**src/logic/slave_agent_pkg.sv**
```systemverilog
/*
   shared widths, response codes and packet types of the slave agent
   be_w and mask_bits are derived from data_w, which must be a power-of-two
   multiple of 8 bits. Packet fields are packed with data at the top end.
*/
`default_nettype none

package slave_agent_pkg;

   // ----------------------------------------------------------
   // widths and sizes
   // ----------------------------------------------------------
   localparam int data_w     = 32;
   localparam int be_w       = data_w / 8;
   localparam int addr_w     = 32;
   localparam int id_w       = 3;
   // low address bits that pick a byte lane inside one word
   localparam int mask_bits  = $clog2(be_w);
   // depth of the pending queue and of the read-data queue
   // this is also the bound on reads outstanding at the slave
   localparam int pend_depth = 4;

   // ----------------------------------------------------------
   // response status codes
   // ----------------------------------------------------------
   typedef logic [1:0] resp_t;

   localparam resp_t resp_okay   = 2'b00;
   localparam resp_t resp_slverr = 2'b10;

   // ----------------------------------------------------------
   // packet and cycle types
   // ----------------------------------------------------------
   // single-beat command as it arrives on the command stream
   typedef struct packed {
      logic [data_w-1:0] data;
      logic [be_w-1:0]   byteen;
      logic [addr_w-1:0] addr;
      logic              read;
      logic              write;
      logic              posted;
      logic [id_w-1:0]   src_id;
      logic [id_w-1:0]   dest_id;
   } cmd_pkt_t;

   // answer packet, the ids are already swapped when it is built
   typedef struct packed {
      logic [data_w-1:0] data;
      logic [be_w-1:0]   byteen;
      logic [addr_w-1:0] addr;
      logic              write;
      logic              posted;
      logic [id_w-1:0]   src_id;
      logic [id_w-1:0]   dest_id;
      resp_t             status;
   } rsp_pkt_t;

   // read or write cycle as the memory slave sees it
   typedef struct packed {
      logic [addr_w-1:0] address;
      logic [be_w-1:0]   byteenable;
      logic              read;
      logic              write;
      logic [data_w-1:0] writedata;
   } mem_cmd_t;

   // return path from the slave, which only carries read data
   typedef struct packed {
      logic [data_w-1:0] readdata;
      logic              readdatavalid;
      resp_t             response;
   } mem_rsp_t;

   // one command that still owes an answer
   // synth set means the answer is made up locally and takes no read data
   typedef struct packed {
      logic              synth;
      logic              write;
      logic              posted;
      logic [id_w-1:0]   src_id;
      logic [id_w-1:0]   dest_id;
      logic [addr_w-1:0] addr;
      logic [be_w-1:0]   byteen;
   } pend_t;

   // one word of read data with its status
   typedef struct packed {
      logic [data_w-1:0] data;
      resp_t             status;
   } rdata_t;

endpackage

`default_nettype wire

```
**src/logic/cmd_issue.sv**
```systemverilog
/*
   command side of the slave agent, purely combinational
   posted writes never produce a pending entry, so they get no answer
   every command stalls while the pending queue is full, even ones that need no entry
*/
`default_nettype none

module cmd_issue (
   input  logic                         cp_valid,
   input  slave_agent_pkg::cmd_pkt_t    cp_data,
   output logic                         cp_ready,
   output slave_agent_pkg::mem_cmd_t    m0_cmd,
   input  logic                         m0_waitrequest,
   input  logic                         pend_full,
   output logic                         pend_push,
   output slave_agent_pkg::pend_t       pend_entry
);
   import slave_agent_pkg::*;

   // ----------------------------------------------------------
   // command decode
   // ----------------------------------------------------------
   // a command with no byte lanes enabled never reaches the slave
   logic suppress;
   // the agent has room to track whatever this command may need
   logic room;
   logic accept;
   // reads and non-posted writes both owe an answer
   logic needs_answer;

   assign suppress     = ~|cp_data.byteen;
   assign room         = ~pend_full;
   assign needs_answer = cp_data.read | (cp_data.write & ~cp_data.posted);

   // ----------------------------------------------------------
   // stream back-pressure
   // ----------------------------------------------------------
   // the slave wait state only matters for commands that are issued to it
   // a suppressed command completes locally in the same cycle
   assign cp_ready = room & (~m0_waitrequest | suppress);
   assign accept   = cp_valid & cp_ready;

   // ----------------------------------------------------------
   // memory cycle
   // ----------------------------------------------------------
   // read and write are qualified with room so that the slave never takes
   // a cycle which the command stream has not taken as well
   // They also follow cp_valid, so the bus is quiet while no command waits
   assign m0_cmd.read  = cp_valid & room & cp_data.read & ~suppress;
   assign m0_cmd.write = cp_valid & room & cp_data.write & ~suppress;

   // the slave is word addressed in bytes, so the lane bits are cleared
   assign m0_cmd.address    = {cp_data.addr[addr_w-1:mask_bits], {mask_bits{1'b0}}};
   assign m0_cmd.byteenable = cp_data.byteen;
   assign m0_cmd.writedata  = cp_data.data;

   // ----------------------------------------------------------
   // pending entry
   // ----------------------------------------------------------
   // the entry goes in on the same edge that the command is taken
   assign pend_push = accept & needs_answer;

   // the slave gives no write responses, so every non-posted write is
   // answered locally, as is a read that was never sent out
   assign pend_entry.synth   = (cp_data.read & suppress) |
                               (cp_data.write & ~cp_data.posted);
   assign pend_entry.write   = cp_data.write;
   assign pend_entry.posted  = cp_data.posted;
   assign pend_entry.src_id  = cp_data.src_id;
   assign pend_entry.dest_id = cp_data.dest_id;
   // the answer carries the address as the master sent it, unmasked
   assign pend_entry.addr    = cp_data.addr;
   assign pend_entry.byteen  = cp_data.byteen;

endmodule

`default_nettype wire

```
**src/logic/resp_build.sv**
```systemverilog
/*
   answer side of the slave agent, purely combinational
   answers leave strictly in command order, one per pending entry
   a head that is not synthesized is always a read and waits for its data word
*/
`default_nettype none

module resp_build (
   input  slave_agent_pkg::pend_t    pend_head,
   input  logic                      pend_empty,
   output logic                      pend_pop,
   input  slave_agent_pkg::rdata_t   rd_head,
   input  logic                      rd_empty,
   output logic                      rd_pop,
   output logic                      rp_valid,
   output slave_agent_pkg::rsp_pkt_t rp_data,
   input  logic                      rp_ready
);
   import slave_agent_pkg::*;

   // the head transaction has everything it needs to answer
   logic head_ready;
   // an answer leaves on this edge
   logic xfer;
   // the head owes a read-data word from the slave
   logic wants_data;

   logic [data_w-1:0] ans_data;
   resp_t             ans_status;

   // ----------------------------------------------------------
   // head readiness
   // ----------------------------------------------------------
   // posted writes never enter the queue, so a head that is neither
   // synthesized nor a write is a read that was really issued
   assign wants_data = ~pend_head.synth & ~pend_head.write;

   // a synthesized head answers at once
   // a real read must wait until its word has landed in the data queue
   assign head_ready = ~pend_empty & (pend_head.synth | ~rd_empty);

   assign rp_valid = head_ready;
   assign xfer     = rp_valid & rp_ready;

   // ----------------------------------------------------------
   // queue pops
   // ----------------------------------------------------------
   // both heads stay put until the answer is taken, which keeps rp_data
   // stable while rp_ready is low
   assign pend_pop = xfer;
   // the data queue only moves for a read that used one of its words
   assign rd_pop   = xfer & wants_data;

   // ----------------------------------------------------------
   // data and status selection
   // ----------------------------------------------------------
   always_comb begin
      if (pend_head.synth) begin
         // suppressed reads return zero, writes carry no data at all
         ans_data   = '0;
         ans_status = resp_okay;
      end else begin
         ans_data   = rd_head.data;
         ans_status = rd_head.status;
      end
   end

   // ----------------------------------------------------------
   // response packet
   // ----------------------------------------------------------
   // the answer travels back to the master, so source and destination trade places
   assign rp_data.src_id  = pend_head.dest_id;
   assign rp_data.dest_id = pend_head.src_id;

   // address and lanes go back exactly as they came in
   assign rp_data.addr    = pend_head.addr;
   assign rp_data.byteen  = pend_head.byteen;

   // transaction flags let the master tell a read answer from a write answer
   assign rp_data.write   = pend_head.write;
   assign rp_data.posted  = pend_head.posted;

   assign rp_data.data    = ans_data;
   assign rp_data.status  = ans_status;

endmodule

`default_nettype wire

```
**src/logic/slave_agent_top.sv**
```systemverilog
/*
   memory-mapped slave agent, single-beat commands in and answers out
   the slave must return read data in order and no write responses
   at most pend_depth answers are outstanding, so the read-data queue cannot overflow
*/
`default_nettype none

module slave_agent_top (
   input  logic                         clk,
   input  logic                         reset,
   // command stream
   input  logic                         cp_valid,
   input  slave_agent_pkg::cmd_pkt_t    cp_data,
   output logic                         cp_ready,
   // memory slave
   output slave_agent_pkg::mem_cmd_t    m0_cmd,
   input  logic                         m0_waitrequest,
   input  slave_agent_pkg::mem_rsp_t    m0_rsp,
   // response stream
   output logic                         rp_valid,
   output slave_agent_pkg::rsp_pkt_t    rp_data,
   input  logic                         rp_ready
);
   import slave_agent_pkg::*;

   // ----------------------------------------------------------
   // internal wires
   // ----------------------------------------------------------
   logic   pend_push;
   pend_t  pend_entry;
   logic   pend_pop;
   pend_t  pend_head;
   logic   pend_empty;
   logic   pend_full;

   rdata_t rd_entry;
   logic   rd_pop;
   rdata_t rd_head;
   logic   rd_empty;

   // read data is captured on every readdatavalid without any handshake
   assign rd_entry.data   = m0_rsp.readdata;
   assign rd_entry.status = m0_rsp.response;

   // ----------------------------------------------------------
   // command issue
   // ----------------------------------------------------------
   cmd_issue u_cmd_issue (
      .cp_valid       (cp_valid),
      .cp_data        (cp_data),
      .cp_ready       (cp_ready),
      .m0_cmd         (m0_cmd),
      .m0_waitrequest (m0_waitrequest),
      .pend_full      (pend_full),
      .pend_push      (pend_push),
      .pend_entry     (pend_entry)
   );

   // ----------------------------------------------------------
   // queues
   // ----------------------------------------------------------
   // in-order record of every command that owes an answer
   sync_fifo #(.entry_t(pend_t), .depth(pend_depth)) u_pend_fifo (
      .clk   (clk),
      .reset (reset),
      .push  (pend_push),
      .wdata (pend_entry),
      .pop   (pend_pop),
      .rdata (pend_head),
      .empty (pend_empty),
      .full  (pend_full)
   );

   // the pending queue limits reads in flight, so this one never fills
   sync_fifo #(.entry_t(rdata_t), .depth(pend_depth)) u_rdata_fifo (
      .clk   (clk),
      .reset (reset),
      .push  (m0_rsp.readdatavalid),
      .wdata (rd_entry),
      .pop   (rd_pop),
      .rdata (rd_head),
      .empty (rd_empty),
      .full  ()
   );

   // ----------------------------------------------------------
   // response build
   // ----------------------------------------------------------
   resp_build u_resp_build (
      .pend_head  (pend_head),
      .pend_empty (pend_empty),
      .pend_pop   (pend_pop),
      .rd_head    (rd_head),
      .rd_empty   (rd_empty),
      .rd_pop     (rd_pop),
      .rp_valid   (rp_valid),
      .rp_data    (rp_data),
      .rp_ready   (rp_ready)
   );

endmodule

`default_nettype wire

```
**src/logic/sync_fifo.sv**
```systemverilog
/*
   single-clock circular FIFO with a combinational head
   depth must be at least 2. A push while full is dropped unless a pop
   happens in the same cycle, and a pop while empty is ignored.
*/
`default_nettype none

module sync_fifo #(
   parameter type entry_t = logic [7:0],
   parameter int  depth   = 4
) (
   input  logic   clk,
   input  logic   reset,
   input  logic   push,
   input  entry_t wdata,
   input  logic   pop,
   output entry_t rdata,
   output logic   empty,
   output logic   full
);

   typedef logic [$clog2(depth)-1:0]   ptr_t;
   typedef logic [$clog2(depth+1)-1:0] cnt_t;

   // storage keeps no reset, only the pointers and the count are control state
   entry_t mem [depth];

   ptr_t wr_ptr;
   ptr_t rd_ptr;
   cnt_t count;

   logic do_push;
   logic do_pop;

   // ----------------------------------------------------------
   // status and qualified strobes
   // ----------------------------------------------------------
   assign empty = (count == '0);
   assign full  = (count == cnt_t'(depth));

   // a full queue still takes a push when the head leaves on the same edge
   assign do_pop  = pop & ~empty;
   assign do_push = push & (~full | pop);

   // the head is visible as soon as the entry has been written
   assign rdata = mem[rd_ptr];

   // ----------------------------------------------------------
   // pointers and occupancy
   // ----------------------------------------------------------
   always_ff @(posedge clk or posedge reset) begin
      if (reset) begin
         wr_ptr <= '0;
         rd_ptr <= '0;
         count  <= '0;
      end else begin
         // pointers wrap by compare, so depth need not be a power of two
         if (do_push) begin
            wr_ptr <= (wr_ptr == ptr_t'(depth - 1)) ? '0 : wr_ptr + 1'b1;
         end
         if (do_pop) begin
            rd_ptr <= (rd_ptr == ptr_t'(depth - 1)) ? '0 : rd_ptr + 1'b1;
         end
         case ({do_push, do_pop})
            2'b10:   count <= count + 1'b1;
            2'b01:   count <= count - 1'b1;
            default: count <= count;
         endcase
      end
   end

   // ----------------------------------------------------------
   // storage
   // ----------------------------------------------------------
   always_ff @(posedge clk) begin
      if (do_push) begin
         mem[wr_ptr] <= wdata;
      end
   end

endmodule

`default_nettype wire

```
**config.mk**
```make
export PLATFORM = sky130hd
export DESIGN_NAME = slave_agent_top
export DESIGN_NICKNAME = d
export VERILOG_FILES = /design/src/logic/slave_agent_pkg.sv /design/src/logic/cmd_issue.sv /design/src/logic/resp_build.sv /design/src/logic/slave_agent_top.sv /design/src/logic/sync_fifo.sv
export SDC_FILE = /design/constraint.sdc
export NUM_CORES = 1
export LEC_CHECK = 0
export BUFFER_PORTS_ARGS = -buffer_cell sky130_fd_sc_hd__clkbuf_2
export CAP_MARGIN = 20
export CORE_UTILIZATION = 61
export CTS_BUF_LIST = sky130_fd_sc_hd__clkbuf_8
export DETAILED_ROUTE_END_ITERATION = 10
export GPL_TIMING_DRIVEN = 0
export PLACE_DENSITY = 0.93
export SKIP_CTS_REPAIR_TIMING = 1
export SYNTH_ARGS = -nofsm -noshare
export SYNTH_HDL_FRONTEND = slang
export SYNTH_SLANG_ARGS = --single-unit
```
**constraint.sdc**
```tcl
create_clock -name clk -period 4.6 [get_ports clk]
set_input_delay 0.92 -clock clk [delete_from_list [all_inputs] [get_ports clk]]
set_output_delay 0.92 -clock clk [all_outputs]
set_load 0.05 [all_outputs]
```
After elaboration in Yosys (flattened, before gate mapping)

Memories as Yosys holds them, arrays and structs flattened.
Cells that the tools add are included.

Eq/ne operators: 10
Reductions and logical operators: 6
Bitwise gates (word level): 32
Magnitude comparators: 0
Div/mod/pow operators: 0
Shift-type cells: 0
$mul: 0
Mux-type cells: 12
Add/sub/neg operators: 8

Operators with widths:

| kind                                                               | number |
|---|---|
| 32-bit two-way mux                                                 | 1 |
| 1-bit AND                                                          | 18 |
| 2-bit == test, second input constant                               | 6 |
| 3-bit case mux with 2 select lines                                 | 2 |
| 2-bit two-way mux                                                  | 5 |
| 2-bit by 1-bit adder with 2-bit output, second input constant      | 4 |
| 1-bit inverter                                                     | 8 |
| 3-bit by 1-bit adder with 3-bit output, second input constant      | 2 |
| 3-bit == test, second input constant                               | 2 |
| 3-bit logical NOT                                                  | 2 |
| 1-bit OR                                                           | 6 |
| 3-bit by 1-bit subtractor with 3-bit output, second input constant | 2 |
| 2-bit by 1-bit == test with 1-bit output, second input constant    | 2 |
| 1-bit two-way mux                                                  | 4 |
| 2-bit nonzero test                                                 | 2 |
| 4-bit OR reduction                                                 | 1 |
| 1-bit logical NOT                                                  | 1 |

Memories: 2
Output and inout bits: 150
Flip-flop bits (word level): 14
Word-level logic and storage cells: 76
Bits in writable memories: 316
Latch bits: 0
ROM bits: 0

Memory list:

| memory           | words | width | rd ports | clocked after memory_dff | write ports | line            | source |
|---|---|---|---|---|---|---|---|
| u_pend_fifo.mem  | 4     | 45    | 1        | 0                        | 1           | sync_fifo.sv:26 | `entry_t mem [depth];` |
| u_rdata_fifo.mem | 4     | 34    | 1        | 0                        | 1           | sync_fifo.sv:26 |  |

Longest topological paths before layout

Gate-level depths: netlist (run 1).

Depth in word-level cells: 10
Mapped depth: 11
Depth with buffers taken out: 10

Hierarchy

A second synthesis (run 1) with hierarchy kept.

Cell total of the unflattened synthesis: 705
Area, all modules: 13833.3 sq um

By module, submodules not included:

| module                   | area an instance (sq um) | times used | cells each | sequential area each (sq um) |
|---|---|---|---|---|
| sync_fifo (u_pend_fifo)  | 6945.4                   | 1          | 277        | 5580.4 |
| sync_fifo (u_rdata_fifo) | 5363.9                   | 1          | 220        | 4259.1 |
| cmd_issue                | 915.9                    | 1          | 122        | 0.0 |
| resp_build               | 608.1                    | 1          | 86         | 0.0 |

Least setup slack after synthesis (run 1)

No wires, ideal clock.

Path kind: input -> register
Start: input cp_data[42] in the netlist's numbering
End: memory u_pend_fifo.mem[3][0] in the netlist's numbering, enable pin
Cell stages on the path: 4
Arrival time: 2831 ps
Setup slack: 1362 ps
Data required time: 4193 ps
Buffers on the path: 0
Cells stage by stage: nor4_1 nor2b_1 nor3_2 and2_1

Cells in the longest elaborated chain, start to end: 9

Ends and longest elaborated chain:

| item                                    | line                  | source |
|---|---|---|
| start, declared                         | slave_agent_top.sv:13 | `input slave_agent_pkg::cmd_pkt_t cp_data,` |
| 4-bit OR reduction                      | cmd_issue.sv:31       | `assign suppress = ~\|cp_data.byteen;` |
| 1-bit logical NOT                       | cmd_issue.sv:31       |  |
| 1-bit OR                                | cmd_issue.sv:40       | `assign cp_ready = room & (~m0_waitrequest \| suppress);` |
| 1-bit AND                               | cmd_issue.sv:40       |  |
| 1-bit AND                               | cmd_issue.sv:41       | `assign accept = cp_valid & cp_ready;` |
| 1-bit AND                               | cmd_issue.sv:61       | `assign pend_push = accept & needs_answer;` |
| 1-bit AND                               | sync_fifo.sv:43       | `assign do_push = push & (~full \| pop);` |
| 1-bit two-way mux                       | sync_fifo.sv:76       | `if (do_push) begin` |
| 1-bit two-way mux (not written as such) | sync_fifo.sv:77       | `mem[wr_ptr] <= wdata;` |
| end, declared                           | sync_fifo.sv:26       |  |

Every way passes these cells.

Final worst setup path (run 1)

Start: register u_pend_fifo.rd_ptr[1]
End: output rp_valid

Cells in the longest elaborated chain, start to end: 3

Ends and longest elaborated chain:

| item                   | line                  | source |
|---|---|---|
| start, declared        | sync_fifo.sv:29       | `ptr_t rd_ptr;` |
| start signal, assigned | sync_fifo.sv:62       | `rd_ptr <= (rd_ptr == ptr_t'(depth - 1)) ? '0 : rd_ptr + 1'b1;` |
| memory 4 x 45 bit      | n/a                   |  |
| 1-bit OR               | resp_build.sv:40      | `assign head_ready = ~pend_empty & (pend_head.synth \| ~rd_empty);` |
| 1-bit AND              | resp_build.sv:40      |  |
| end, declared          | slave_agent_top.sv:20 | `output logic rp_valid,` |

Every way passes these cells.

==> results of run 1 <==
==> worst register-to-register path, stage by stage (launching register included) <==
cell	delay, ns
dfrtp_1	0.42
buf_6	0.19
mux4_2	0.62
o31ai_4	0.32
and3_2	0.85
==> synthesized netlist by cell type, types with 4 or more instances <==
master      n
dfrtp_1    14
buf_2      10
nor2b_1    35
clkbuf_1   10
inv_1      15
nor2_1      8
mux4_2     79
edfxtp_1  316
and2_1      6
ha_1       12
buf_4      68
and3_1      4
==> final cells by class <==
| cell class | instances | area [µm²] |
|---|---|---|
| buffer | 90 | 613 |
| timing repair buffer | 236 | 1250 |
| clock inverter | 36 | 183 |
| inverter | 16 | 60.1 |
| fill | 1149 | 5450 |
| multi-input combinational | 183 | 2600 |
| tap | 275 | 344 |
| sequential | 330 | 9840 |
| clock buffer | 49 | 674 |
| antenna | 3 | 7.51 |
==> per-stage QoR <==
stage	TNS (ns)	instance area, µm²
global placement	-15.15	14600
finish	0	15600
CTS	0	15600
floorplan	0	13100
detailed placement	0	14700
global route	0	15600
==> path summary, 6_finish.rpt <==
kind / start / end / slack [ns]
min reg2reg: u_rdata_fifo.count[2] / u_rdata_fifo.count[2] / 0.48
min in group clk: u_rdata_fifo.count[2] / u_rdata_fifo.count[2] / 0.48
max in group asynchronous: reset / u_pend_fifo.wr_ptr[1] / 3.85
max: u_pend_fifo.rd_ptr[1] / rp_valid / 0.89
max reg2reg: u_pend_fifo.rd_ptr[0] / u_rdata_fifo.mem[1][18] / 1.80
min: reset / u_pend_fifo.count[2] / 0.38
==> routing by layer <==
metal | share of wire | routed length [µm]
met5 | 0 | 0
met3 | 0.097 | 2580
met2 | 0.53 | 14100
met4 | 0.029 | 775
met1 | 0.34 | 9150
==> sequential cells by signal, indices dropped and copies added (netlist names) <==
signal and count:
u_pend_fifo.wr_ptr 2, u_rdata_fifo.mem 136, u_pend_fifo.count 3, u_pend_fifo.rd_ptr 2
u_pend_fifo.mem 180, u_rdata_fifo.count 3, u_rdata_fifo.rd_ptr 2, u_rdata_fifo.wr_ptr 2
==> power by group <==
| part | internal (mW) | total (mW) | switching [mW] |
|---|---|---|---|
| logic | 1.31 | 4.18 | 2.87 |
| clock network | 1.05 | 2.10 | 1.04 |
| registers | 3.75 | 3.89 | 0.141 |
| total | 6.11 | 10.2 | 4.06 |
==> logic make-up after synthesis <==
group	Yosys count
and+or+nand+nor	63
other	1
DFF	330
AOI/OAI and AO/OA	12
xor gates and xnor gates	6
adders and majority gates	14
muxes	86
buffers and inverters	106
==> impl_metrics.ini, run 1 <==
[synth]
yosysTopAreaCellShare = 0.724
synth-compound-area-share = 0.00783
synth_adder_area_share = 0.0145
synth_area_mm2 = 0.0131
synth_flop_cell = edfxtp_1
synth-edff-count = 316
synth-xor-area-share = 0.00401
syn_area_per_cell_um2 = 21.2
netlist-cell-type-count = 38
synthMuxAreaShare = 0.142
synthSimpleGateAreaFrac = 0.0294
synth_top_cell_by_area = edfxtp_1
synthTopCellsByArea = edfxtp_1, mux4_2, buf_4
synth-seq-cells = 330
synth_top_family_by_area = multiplexers
synthArstFlopShare = 0.0424
ys_seq_area_frac = 0.751
syn_inst = 618
ys_warn_count = 0

[hold_path]
hold_class = primary input to asynchronous set/reset pin

[placement]
gp_congestion = 0.752
numPortBuffers = 232
post-place-cells = 1130
dp_hpwl_um = 18000
dp_worst_setup_slack_ns = 0.842

[timing]
setup-violations-final = 0
setup_ws_ns = 0.886
grt_setup_unrepaired = no
worst_pin_slew_ns = 0.924
layout_min_cycle_time_ns = 3.71
max_freq_ghz = 0.269
fin_skew_ns = 0.0226
final_hold_viol_count = 0
holdWs_ns = 0.381
slew_headroom = 0.384
period_share = 0.807
maxSlewViolCount = 0

[clocking]
clkTransAtPathRegs_ns = 0.06
cts_buffer_depth = 3
cts_max_level = 2
clock_latency_ns = 0.57
cts_tree = built
cts_root_buffer = clkbuf_8
cts_sinks = 330
numCtsBuffers = 49

[cells_and_area]
drive_gt1_frac = 0.500
final_cells = 1218
utilization = 0.741
final_cell_mix = edfxtp_1, clkbuf_2, mux4_2
final_common_cell = edfxtp_1
areaGrowthSynthToFinish_pct = 18.9
num-nets-final = 1037

[detailed_routing]
vias = 6798
postRouteWirelength_um = 26700
dr.pass1.iters = 4
ant_nets = 0
drt_iter0_markers = 376
drc = 0
avgViaCountPerCell = 5.58
wl_per_cell_um = 21.9

[floorplan]
die-area_mm2 = 0.0221
core_area_mm2 = 0.0210
die_w_um = 149
ios = 267
die_h_um = 149
start_util = 0.623
num_rows = 53

[worst_setup_path]
rr_worst_depth = 4
path_common_cell = buf_2
arrival_ns = 2.79
end_kind = output port
cp.depth = 7
critPathBufInv = 4
start_kind = flop
crit_family = buffers and inverters
slowest_stage = clkbuf_1
worstPathRequired_ns = 3.68
crit_type = flop to output port
cp_max_fo = 10
crit_chain = buf_2 > mux4_2 > buf_2 > clkbuf_1 > nor2_1 > a21oi_1 > clkbuf_2
slowest_delay_ns = 0.47

[global_route]
grt_most_used_layer = met2
use_met2 = 0.433
grt_max_degree = 35
grt_antenna_before_repair = 3
gr-usage-met3 = 0.0779
use_met1 = 0.283
grt_pass1_vias = 7228
grt.total_usage = 0.250
grt_pass1_wl_um = 40100
overflow = 0

[power_and_ir_drop]
peakVddDrop_uv = 550
power.total_mw = 10.2
leakagePower_nw = 5.86
p_per_area_mw_per_mm2 = 653

[run_status]
status = finished clean

[flow_run]
cap_viol_max_count = 0
Power figures use the tool's default switching activity.
==> inputs of run 2 (changes only) <==
- CORE_UTILIZATION: 61 -> 51
- PLACE_DENSITY: 0.93 -> 0.84
- clock period: 4.6 -> 3.4 ns (I/O delays scaled with it)
==> impl_metrics.ini, run 2 (synthesis gave the netlist of run 1 again) <==
[run_status]
status = finished clean

[global_route]
overflow = 0
grt.total_usage = 0.196
grt_max_degree = 35
grt_pass1_vias = 6893
grt_antenna_before_repair = 0
grt_pass1_wl_um = 38200

[detailed_routing]
avgViaCountPerCell = 5.23
wl_per_cell_um = 20.1
vias = 6667
ant_nets = 0
dr.pass1.iters = 4
drc = 0
postRouteWirelength_um = 25600
drt_iter0_markers = 449

[placement]
place_area_mm2 = 0.0148
dp_hpwl_um = 17500
numPortBuffers = 232
gp_congestion = 0.686
dp_worst_setup_slack_ns = -0.193
post-place-cells = 1186

[power_and_ir_drop]
swShare = 0.399
p_per_area_mw_per_mm2 = 875
leakagePower_nw = 5.88
power.total_mw = 13.7
seqPwrFrac = 0.384
p_int_mw = 8.24
peakVddDrop_uv = 725
p_clk_frac = 0.203
combPwrFrac = 0.413
switching_power_mw = 5.46

[timing]
slew_headroom = 0.380
layout_min_cycle_time_ns = 3.25
maxSlewViolCount = 0
fin_skew_ns = 0.0337
max_freq_ghz = 0.308
setup_ws_ns = 0.149
final_hold_viol_count = 0
grt_setup_unrepaired = no
holdWs_ns = 0.153
fin_tns_setup_ns = 0
worst_pin_slew_ns = 0.929
setup-violations-final = 0
period_share = 0.956

[clocking]
clock_latency_ns = 0.55
cts_sinks = 330
cts_tree = built
cts_root_buffer = clkbuf_8
cts_buffer_depth = 3
cts_max_level = 2
clkTransAtPathRegs_ns = 0.06
numCtsBuffers = 50

[worst_setup_path]
cp_max_fo = 10
regToRegEndpoint = u_rdata_fifo.mem[2][13]
slowest_stage = mux4_2
start_kind = flop
crit_end = rp_data[66]
timing.rr.start = u_pend_fifo.rd_ptr[0]
crit_type = flop to output port
end_kind = output port
startpoint = u_pend_fifo.rd_ptr[1]
arrival_ns = 2.57
crit_chain = buf_2 > mux4_2 > buf_2 > clkbuf_2 > nor2b_1 > clkbuf_2
slowest_delay_ns = 0.39
worstPathRequired_ns = 2.72
rrSetupSlack_ns = 0.58
rr_worst_depth = 4

[cells_and_area]
diodes = 0
final_common_cell = edfxtp_1
areaGrowthSynthToFinish_pct = 19.5
drive_gt1_frac = 0.508
reg_top3 = u_pend_fifo.mem (180), u_rdata_fifo.mem (136)
num-nets-final = 1039
final_cell_mix = edfxtp_1, clkbuf_2, mux4_2
fillers = 1743
final_cells = 1274
fin_area_mm2 = 0.0157
largest_register = u_pend_fifo.mem
utilization = 0.622
largest_register_ffs = 180

[flow_run]
cap_viol_max_count = 0

[floorplan]
num_rows = 58
die_w_um = 162
core_area_mm2 = 0.0252
start_util = 0.520
die_h_um = 162
die-area_mm2 = 0.0263
ios = 267

[hold_path]
hold_class = primary input to asynchronous set/reset pin
[run 2: cell types whose count changed in the layout (fill, tap and decap cells not counted), moves of 2 or more]
cell	previous run	this run
clkbuf_1	10	5
buf_12	3	5
clkinv_1	10	12
clkinv_2	5	9
clkbuf_2	232	236
diode_2	3	0
inv_1	33	30
[run 2: worst min path at each step]
stage | startpoint | end | slack, ns
floorplan | u_rdata_fifo.count[2] | u_rdata_fifo.count[2] | 0.45
global placement | u_rdata_fifo.count[2] | u_rdata_fifo.count[2] | 0.47
detailed placement | u_rdata_fifo.count[0] | u_rdata_fifo.count[0] | 0.51
CTS | reset | u_rdata_fifo.count[1] | 0.14
global route | reset | u_pend_fifo.count[0] | 0.17
finish | reset | u_pend_fifo.count[0] | 0.15
[run 2: per-layer routing]
| metal | vias up | wire length, µm | global-route usage |
|---|---|---|---|
| met5 | - | 0 | 0 |
| met4 | 0 | 393 | 0.0506 |
| met3 | 36 | 1970 | 0.0554 |
| met2 | 289 | 14000 | 0.361 |
| met1 | 3354 | 9270 | 0.223 |
| li1 | 2988 | - | - |
[run 2: final cells by class]
| class | instances | area, µm² | area share |
|---|---|---|---|
| well taps | 330 | 413 | 0.0264 |
| repair buffers | 237 | 1260 | 0.0806 |
| clock inverters | 38 | 166 | 0.0106 |
| flip-flops and latches | 330 | 9840 | 0.629 |
| multi-input cells | 183 | 2600 | 0.166 |
| inverters | 16 | 60.1 | 0.00384 |
| plain buffers | 90 | 622 | 0.0397 |
| clock buffers | 50 | 688 | 0.0440 |
[run 2: power by group through the flow]
stage | Clock, mW | Sequential (mW) | Combinational (mW)
floorplan | 0 | 5.28 | 4.44
global placement | 0 | 5.32 | 5.61
detailed placement | 0 | 5.34 | 5.73
CTS | 2.85 | 5.26 | 5.75
global route | 3.02 | 5.30 | 5.98
finish | 2.78 | 5.25 | 5.66
[run 2: worst max-delay path: cells and delay by family, from the launching register on]
kind | cells | cell delay [ns]
simple gates | 1 | 0.22
flops | 1 | 0.34
buf+inv | 4 | 1.04
mux | 1 | 0.39
